File: src/hw/sync_fifo.sv
/*
 * single-clock FIFO for any packed payload type
 * push while full is taken only together with a pop in the same cycle
 * pop while empty is ignored
 * the head is visible on pop_data without a read cycle
 */
`timescale 1ns/100ps
`default_nettype none

module sync_fifo #(
    parameter type payload_t = logic,
    parameter int  DEPTH     = 2
) (
    input  logic     clock_i,
    input  logic     reset_ni,
    input  logic     push,
    input  payload_t push_data,
    input  logic     pop,
    output payload_t pop_data,
    output logic     full,
    output logic     empty
);

    localparam int PTR_W = (DEPTH > 1) ? $clog2(DEPTH) : 1;
    localparam int CNT_W = $clog2(DEPTH + 1);

    payload_t            mem [DEPTH];
    logic [PTR_W-1:0]    wr_ptr;
    logic [PTR_W-1:0]    rd_ptr;
    logic [CNT_W-1:0]    count;
    logic                do_push;
    logic                do_pop;

    assign full  = (count == CNT_W'(DEPTH));
    assign empty = (count == '0);

    assign do_pop  = pop & ~empty;
    assign do_push = push & (~full | do_pop);   // slot frees up at the same edge

    always_ff @(posedge clock_i or negedge reset_ni) begin
        if (!reset_ni) begin
            wr_ptr <= '0;
            rd_ptr <= '0;
            count  <= '0;
        end else begin
            if (do_push) begin
                wr_ptr <= (wr_ptr == PTR_W'(DEPTH - 1)) ? '0 : wr_ptr + 1'b1;
            end
            if (do_pop) begin
                rd_ptr <= (rd_ptr == PTR_W'(DEPTH - 1)) ? '0 : rd_ptr + 1'b1;
            end
            if (do_push && !do_pop) begin
                count <= count + 1'b1;
            end else if (do_pop && !do_push) begin
                count <= count - 1'b1;
            end
        end
    end

    always_ff @(posedge clock_i) begin
        if (do_push) begin
            mem[wr_ptr] <= push_data;
        end
    end

    assign pop_data = mem[rd_ptr];

endmodule

`default_nettype wire

File: config.mk
export PLATFORM = sky130hd
export DESIGN_NAME = sync_fifo
export DESIGN_NICKNAME = d
export VERILOG_FILES = /design/src/hw/sync_fifo.sv
export SDC_FILE = /design/constraint.sdc
export NUM_CORES = 1
export LEC_CHECK = 0
export BUFFER_PORTS_ARGS = -buffer_cell sky130_fd_sc_hd__buf_2
export CAP_MARGIN = 20
export CORE_AREA = 8 8 45 47
export DETAILED_ROUTE_END_ITERATION = 6
export DIE_AREA = 0 0 53 55
export HOLD_SLACK_MARGIN = 0.08
export PLACE_DENSITY = 0.37
export SYNTH_ARGS = -nofsm -noshare
export SYNTH_HDL_FRONTEND = slang
export SYNTH_SLANG_ARGS = --single-unit
File: constraint.sdc
create_clock -name clock_i -period 2.45 [get_ports clock_i]
set_clock_uncertainty 0.1 [all_clocks]
set_input_delay 0.1225 -clock clock_i [delete_from_list [all_inputs] [get_ports clock_i]]
set_output_delay 0.1225 -clock clock_i [all_outputs]
set_load 0.03 [all_outputs]
==> impl_metrics.yaml <==
global_route:
  grt_pass1_vias: 185
  antenna_found_initial: 0
  grt_start_max_net_pins: 6
  grt_pass1_wl_microns: 821
  overflow: 0
  grtUsageTotal_pct: 4.56
floorplan:
  die_width_microns: 53
  ios: 8
  die_y_microns: 55
  num_rows: 14
  core_area_sq_um: 1380
  start_util_pct: 20.9
  die-area_sq_um: 2920
yosys:
  synth_cell_types: 13
  yosysWarnings: 0
  syn_area_sq_um: 289
  synthXorXnorAreaFrac_pct: 17.7
  synth_mux_area_share_pct: 3.90
  synth_compound_area_share_pct: 4.76
  syn-instance-count: 23
  ys_seq_area_share_pct: 55.4
  ys_ff_latch: 6
  synth_top_family_by_area: "XOR/XNOR gates"
  synth_fa_ha_area_share_pct: 4.33
  yosys.area_share.simple_pct: 9.96
  synth_fp_nets: 29
  syn_area_per_cell_sq_um: 12.6
sta:
  rsz0062_at_grt: "no"
  report.final.slew_viol_count: 0
  holdWs_ps: 105
  setup_ws_ps: 835
  finalSetupViolCount: 0
  min_period_ps: 1620
  finalHoldViolations: 0
  tightest_slew_ps: 225
  fin_setup_tns_ps: 0
  maxSlewHeadroom_pct: 84.9
  max_freq_mhz: 619
  min_period_over_period_pct: 65.9
routing:
  first_pass_iters: 3
  totalWireLength_microns: 500
  vias: 187
  drc: 0
  drtIter0Drc: 2
  final_antenna_net_count: 0
  avgViaCountPerCell: 3.60
  wl_per_cell_microns: 9.62
finish:
  n_antenna_cell: 0
  final_common_cell: "buf_2"
  final_cell_mix: "7 x buf_2, 4 x nor2_1, 4 x dfrtp_1"
  stdcell_area_sq_um: 390
  final_nets: 43
  areaGrowthSynthToFinish_pct: 35.1
  multi_input_area_sq_um: 118
  drive_gt1_share_pct: 41.7
  nFillCells: 146
  seqCellArea_sq_um: 160
power_and_ir_drop:
  powerDensity_nw_per_um2: 1310
  leakage_uw: 0.000188
  ir_drop_v: 0.000438
critical_path:
  required_ps: 2520
  start_kind: "flip-flop"
  endpoint_kind: "flip-flop"
  cp_data_arrival_time_ps: 1690
  critPathKind: "flip-flop to flip-flop"
  crit_fanout: 5
clock_tree:
  ctsHoldBuffers: 2
  cts_tree: "built"
  cts_buffers: 3
  clock_sink_count: 6
  cts_resized: 0
  cts.htree.levels: 1
  clock_latency_ps: 250
  clk_pin_slew_worst_paths_ps: 50
  cts_setup_buffers: 0
  clockRootBuffer: "clkbuf_4"
  cts_buffer_depth: 2
min_path:
  hold_class: "primary input to flip-flop"
job:
  maxCapViolCount: 0
place:
  globalplace.congestion: 0.681
  dp_hpwl_microns: 402
  portBuffers: 7
  place_area_sq_um: 344
  preCtsSetupSlack_ps: 825
run_status:
  status: "complete, no violations"
metrics by stage:
stage | cells | total power [uW] | utilization [%]
finish | 52 | 511 | 28.2
global route | 52 | 556 | 28.2
CTS | 52 | 523 | 28.2
detailed placement | 46 | 412 | 24.9
global placement | 46 | 408 | 24.9
floorplan | 23 | 365 | -
synthesized netlist by cell type:
library cell,number,area [sq um]
xor2_1,2,17.5
nor2_1,4,15.0
inv_2,1,3.75
o21ai_1,1,5.00
nand2b_4,1,13.8
xnor2_1,2,17.5
edfxtp_1,2,60.1
dfrtp_1,4,100
mux2_2,1,11.3
xnor2_2,1,16.3
inv_1,2,7.51
ha_1,1,12.5
o21ai_2,1,8.76
registers in the layout (all words and copies together) (netlist names):
register,flops
wr_ptr,1
mem,2
rd_ptr,1
count,2
worst max-delay path, stage by stage (launching register included):
cell and delay (ps):
dfrtp_1 420, nand2b_4 170, o21ai_2 180, inv_2 80, ha_1 190, xor2_1 140, nor2_1 110, xor2_1 150
final cells by class:
cell class / count / share of cell area, %
Multi-Input combinational cell: 14 / 30.1
Inverter: 3 / 2.88
Sequential cell: 6 / 41.0
Timing Repair Buffer: 9 / 14.1
Tap cell: 16 / 5.13
Clock buffer: 4 / 6.73
final timing paths:
check	start	end	slack [ps]	cells past startpoint
setup / recovery	count[0]	count[1]	830	7
hold / removal	push	wr_ptr	110	4
setup reg to reg	count[0]	count[1]	830	7
hold reg to reg	rd_ptr	rd_ptr	380	1
max in group asynchronous	reset_ni	wr_ptr	2010	2
min in group asynchronous	reset_ni	rd_ptr	120	2
report_power, final:
part           internal, uW  total (uW)  switching [uW]
registers               149         188            38.5
logic                   102         221             119
clock network          62.0         102            40.4
total                   313         511             198
kinds of logic (layout without fill, tap and decap cells):
| kind of cell | after synthesis | in the layout |
|---|---|---|
| buffers and inverters | 3 | 16 |
| DFF | 6 | 6 |
| and+or+nand+nor | 5 | 5 |
| muxes | 1 | 1 |
| adders and majority gates | 1 | 1 |
| AOI/OAI and AO/OA | 2 | 2 |
| xor gates and xnor gates | 5 | 5 |
per-layer routing:
metal | track usage, % | part of all wire (%)
met5 | 0 | 0
met2 | 6.25 | 52
met3 | 3.48 | 8.2
met1 | 4.01 | 40
met4 | 5.17 | 0
Power figures use the tool's default switching activity.
