**src/hw/mem_channel_defines.svh**
```systemverilog
/*
 * sizes shared by the memory channel RTL and its testbench
 * MC_LINE_W must be a power-of-two multiple of MC_DATA_W
 * MC_CHAN_ADDR_W must equal log2(MC_LINES * MC_LINE_W / 8)
 * any address bit at or above MC_CHAN_ADDR_W makes a request fail with SLVERR
 */
`ifndef MEM_CHANNEL_DEFINES_SVH
`define MEM_CHANNEL_DEFINES_SVH

`define MC_ADDR_W       32   // AXI4-Lite byte address
`define MC_DATA_W       32   // AXI4-Lite word

// line memory geometry
`define MC_LINE_W       128
`define MC_LINES        64
`define MC_CHAN_ADDR_W  10   // 64 lines of 16 bytes

// entries in each of the request and response FIFOs
`define MC_FIFO_DEPTH   4

`endif

```
**src/hw/mem_channel_pkg.sv**
```systemverilog
/*
 * request and response payloads carried between the AXI4-Lite port and the
 * line store through the two FIFOs
 * only OKAY and SLVERR are ever produced, there is no EXOKAY or DECERR
 * field widths follow mem_channel_defines.svh
 */
`default_nettype none

`include "mem_channel_defines.svh"

package mem_channel_pkg;

    // AXI response code, encoded as on the bus
    typedef enum logic [1:0] {
        OKAY   = 2'b00,
        SLVERR = 2'b10
    } axi_resp_e;

    // one narrow access, as accepted from the AW+W or AR channel
    typedef struct packed {
        logic                       write;
        logic [`MC_ADDR_W-1:0]      addr;   // byte address
        logic [`MC_DATA_W-1:0]      wdata;
        logic [`MC_DATA_W/8-1:0]    wstrb;  // zero for reads
    } mem_req_t;

    // one completion, steered to B or R by the write flag
    typedef struct packed {
        logic                       write;
        axi_resp_e                  resp;
        logic [`MC_DATA_W-1:0]      rdata;  // zero for writes and errors
    } mem_rsp_t;

endpackage

`default_nettype wire

```
**src/hw/axil_slave_port.sv**
```systemverilog
/*
 * AXI4-Lite slave front end, no protection signals
 * a write needs AW and W valid in the same cycle, both are taken together
 * writes win over reads when both are offered
 * ready outputs depend combinationally on valid and on the request FIFO
 * B and R beats come straight from the head of the response FIFO
 */
`timescale 1ns/100ps
`default_nettype none

`include "mem_channel_defines.svh"

module axil_slave_port (
    input  logic                          clock_i,
    input  logic                          reset_ni,

    // write address and data
    input  logic [`MC_ADDR_W-1:0]         awaddr,
    input  logic                          awvalid,
    output logic                          awready,
    input  logic [`MC_DATA_W-1:0]         wdata,
    input  logic [`MC_DATA_W/8-1:0]       wstrb,
    input  logic                          wvalid,
    output logic                          wready,

    // write response
    output mem_channel_pkg::axi_resp_e    bresp,
    output logic                          bvalid,
    input  logic                          bready,

    // read address and data
    input  logic [`MC_ADDR_W-1:0]         araddr,
    input  logic                          arvalid,
    output logic                          arready,
    output logic [`MC_DATA_W-1:0]         rdata,
    output mem_channel_pkg::axi_resp_e    rresp,
    output logic                          rvalid,
    input  logic                          rready,

    // request FIFO write side
    output logic                          req_push,
    output mem_channel_pkg::mem_req_t     req_data,
    input  logic                          req_full,

    // response FIFO read side
    input  mem_channel_pkg::mem_rsp_t     rsp_data,
    input  logic                          rsp_empty,
    output logic                          rsp_pop
);

    logic accept_en;    // request path opens one cycle after reset release
    logic wr_accept;
    logic rd_accept;

    always_ff @(posedge clock_i or negedge reset_ni) begin
        if (!reset_ni) begin
            accept_en <= 1'b0;
        end else begin
            accept_en <= 1'b1;
        end
    end

    // write has priority, a read only goes when no write is taken
    assign wr_accept = accept_en & awvalid & wvalid & ~req_full;
    assign rd_accept = accept_en & arvalid & ~req_full & ~wr_accept;

    assign awready  = wr_accept;
    assign wready   = wr_accept;   // AW and W always handshake together
    assign arready  = rd_accept;
    assign req_push = wr_accept | rd_accept;

    always_comb begin
        req_data.write = wr_accept;
        if (wr_accept) begin
            req_data.addr  = awaddr;
            req_data.wdata = wdata;
            req_data.wstrb = wstrb;
        end else begin
            req_data.addr  = araddr;
            req_data.wdata = '0;
            req_data.wstrb = '0;   // reads never touch the line
        end
    end

    // head of the response FIFO goes out on B or R
    assign bvalid = ~rsp_empty & rsp_data.write;
    assign rvalid = ~rsp_empty & ~rsp_data.write;
    assign bresp  = rsp_data.resp;
    assign rresp  = rsp_data.resp;
    assign rdata  = rsp_data.rdata;

    // only one of bvalid and rvalid is high at a time
    assign rsp_pop = (bvalid & bready) | (rvalid & rready);

endmodule

`default_nettype wire

```
**config.mk**
```make
export PLATFORM = sky130hd
export DESIGN_NAME = axil_slave_port
export DESIGN_NICKNAME = d
export VERILOG_FILES = /design/src/hw/mem_channel_pkg.sv /design/src/hw/axil_slave_port.sv
export VERILOG_INCLUDE_DIRS = /design/src /design/src/hw
export SDC_FILE = /design/constraint.sdc
export NUM_CORES = 1
export LEC_CHECK = 0
export BUFFER_PORTS_ARGS = -buffer_cell sky130_fd_sc_hd__clkbuf_2
export CORE_AREA = 5 5 97 99
export CTS_CLUSTER_SIZE = 40
export DETAILED_ROUTE_END_ITERATION = 6
export DIE_AREA = 0 0 102 104
export GPL_ROUTABILITY_DRIVEN = 0
export PLACE_DENSITY = 0.56
export SYNTH_ARGS = -nofsm -noshare
export SYNTH_HDL_FRONTEND = slang
export SYNTH_SLANG_ARGS = --single-unit
```
**constraint.sdc**
```tcl
create_clock -name clock_i -period 1.7 [get_ports clock_i]
set_input_delay 0.17 -clock clock_i [delete_from_list [all_inputs] [get_ports clock_i]]
set_output_delay 0.17 -clock clock_i [all_outputs]
set_load 0.05 [all_outputs]
```
==> results.cfg <==
[outcome]
status = completed

[global_route]
grt_overflow = 0
grt_pass1_vias = 1413
grt.total_usage = 0.07662
antenna_found_initial = 0
grt_pass1_wl_microns = 6824
grt_max_degree = 49

[synth]
avgSynthCellArea_sq_um = 9.239
synth.area.top_cells = mux2_4 (42%), buf_4 (25%), and2_1 (20%)
synth.distinct_cells = 15
ys_seq_area_frac = 0.02167
yosysTopAreaCellShare = 0.4160
synth.largest_area_cell = mux2_4
mappedNetlistArea_sq_mm = 0.001155
synthArstFlopShare = 1.000
yosysWarnings = 0
post-synth-top-count-cell = buf_4
synthCells = 125
synthTopCellsByCount = buf_4 (38), and2_1 (36), mux2_4 (32)
ys_ff_latch = 1
synth_nets = 269
synthFlopType = dfrtp_1
synth_edf_count = 0

[sta]
finalMaxSlewViolations = 0
fin_ws_ps = 96.36
fin_crit_ps = 1604
fin_setup_tns_ps = 0
max_freq_mhz = 623.6
post-route-period-util = 0.9433
rsz0062_at_grt = no
finalSetupViolations = 0
hold_viol_final = 0

[cells_and_area]
syn2layout_area_growth_pct = 88.62
seqCellArea_sq_um = 25.02
fillers = 927
drive_above_1_share = 0.8253
layout.nets = 415
largest_reg_flops = 1
top_regs = accept_en (1)
regMostFlops = accept_en
multi_input_area_sq_um = 769.5
diodes = 0
layoutNonFillerInstCount = 377

[die]
die_height_microns = 104
fp.coreArea_sq_mm = 0.008466
start_util = 0.1364
num_rows = 34
io_pins = 256
die_w_microns = 102
die_area_sq_mm = 0.01061

[placement]
dp_slack_ps = 57.74
io_buffers = 185
dp.cells = 374
post-dp-hpwl_microns = 4487

[detailed_routing]
dr_total_vias = 1381
drt_iter0_markers = 16
ant_nets = 0
drc = 0
wl_per_cell_microns = 13.38
wirelength_microns = 5045
drt_first_pass_iters = 4
viasPerCell = 3.663

[worst_setup_path]
crit_family = buffers and inverters
slowest_delay_ps = 340
cp.arrival_ps = 1430
cp_max_fo = 24
cp-end-kind = output pin
worstPathRequired_ps = 1530
crit_buf_inv = 2
slowest_stage = dfrtp_1
critPathLaunchType = register
worstPathCellList = and4b_2 -> buf_12 -> mux2_4 -> clkbuf_2
worstSetupPathType = register to output pin

[pwr]
p_leak_uw = 0.001250
vdd_drop_max_mv = 0.1263
total_power_uw = 628.9
power_density_mw_per_mm2 = 288.7

[clock_tree]
clk_pin_slew_ps = 0
cts_resized = 0

[flow_run]
cap_violations = 0

[worst_hold_path]
hp-class = primary input to output pin
-- stage by stage --
step	utilization	instance area [sq um]	hold slack, ps
final	0.2573	2178	340.0
after global routing	0.2573	2178	340.1
after CTS	0.2535	2146	340.3
after floorplan	-	1155	-125.6
after global placement	0.2523	2136	-53.12
after detailed placement	0.2523	2136	-54.39
-- logic make-up after synthesis --
logic type | after synthesis | share of synthesized area
other cells | 1 | 0.003247
compound gates | 2 | 0.008668
simple gates | 42 | 0.2286
mux | 33 | 0.4247
buf+inv | 46 | 0.3131
flops | 1 | 0.02167
-- repair_timing --
action	in CTS	in global routing
endpoints found under the setup margin	0	4
buffers inserted	0	1
endpoints found under the hold margin	1	0
hold buffers	1	0
-- final timing paths --
path / cells after the start / from / end
hold / removal: 0 / rsp_data[21] / rdata[21]
setup / recovery: 4 / accept_en / req_data[55]
min in group asynchronous: 2 / reset_ni / accept_en
max in group asynchronous: 2 / reset_ni / accept_en
-- power by group --
group | internal (uW) | leakage [uW] | switching, uW | total (uW)
Clock | 0 | 0 | 0 | 0
Combinational | 242 | 0.00124 | 361 | 603
Sequential | 25.5 | 0.0000117 | 0.838 | 26.3
Total | 267 | 0.00125 | 362 | 629
-- routing by layer --
metal	GRT usage	part of all wire	wire length (microns)
met5	0	0	0
met4	0.02530	0.028	140
met3	0.01610	0.14	716
met2	0.1565	0.53	2694
met1	0.07180	0.30	1493
-- cell usage in the layout, fill, tap and decap left out --
cell type / Yosys / routed
buf_12: 0 / 18
nor2b_1: 1 / 1
a21oi_1: 2 / 2
buf_4: 38 / 1
dfrtp_1: 1 / 1
clkbuf_2: 0 / 169
and2_1: 36 / 36
nor2_1: 2 / 2
mux2i_1: 1 / 1
nand3b_1: 1 / 1
clkbuf_16: 0 / 1
nor3b_1: 1 / 1
and4b_2: 0 / 1
conb_1: 1 / 1
dlygate4sd3_1: 0 / 1
mux2_4: 32 / 32
-- layout make-up --
| cell class | count | share of cell area |
|---|---|---|
| well taps | 108 | 0.06203 |
| flip-flops and latches | 1 | 0.01149 |
| repair buffers | 190 | 0.5732 |
| multi-input cells | 78 | 0.3532 |
Power figures use the tool's default switching activity.
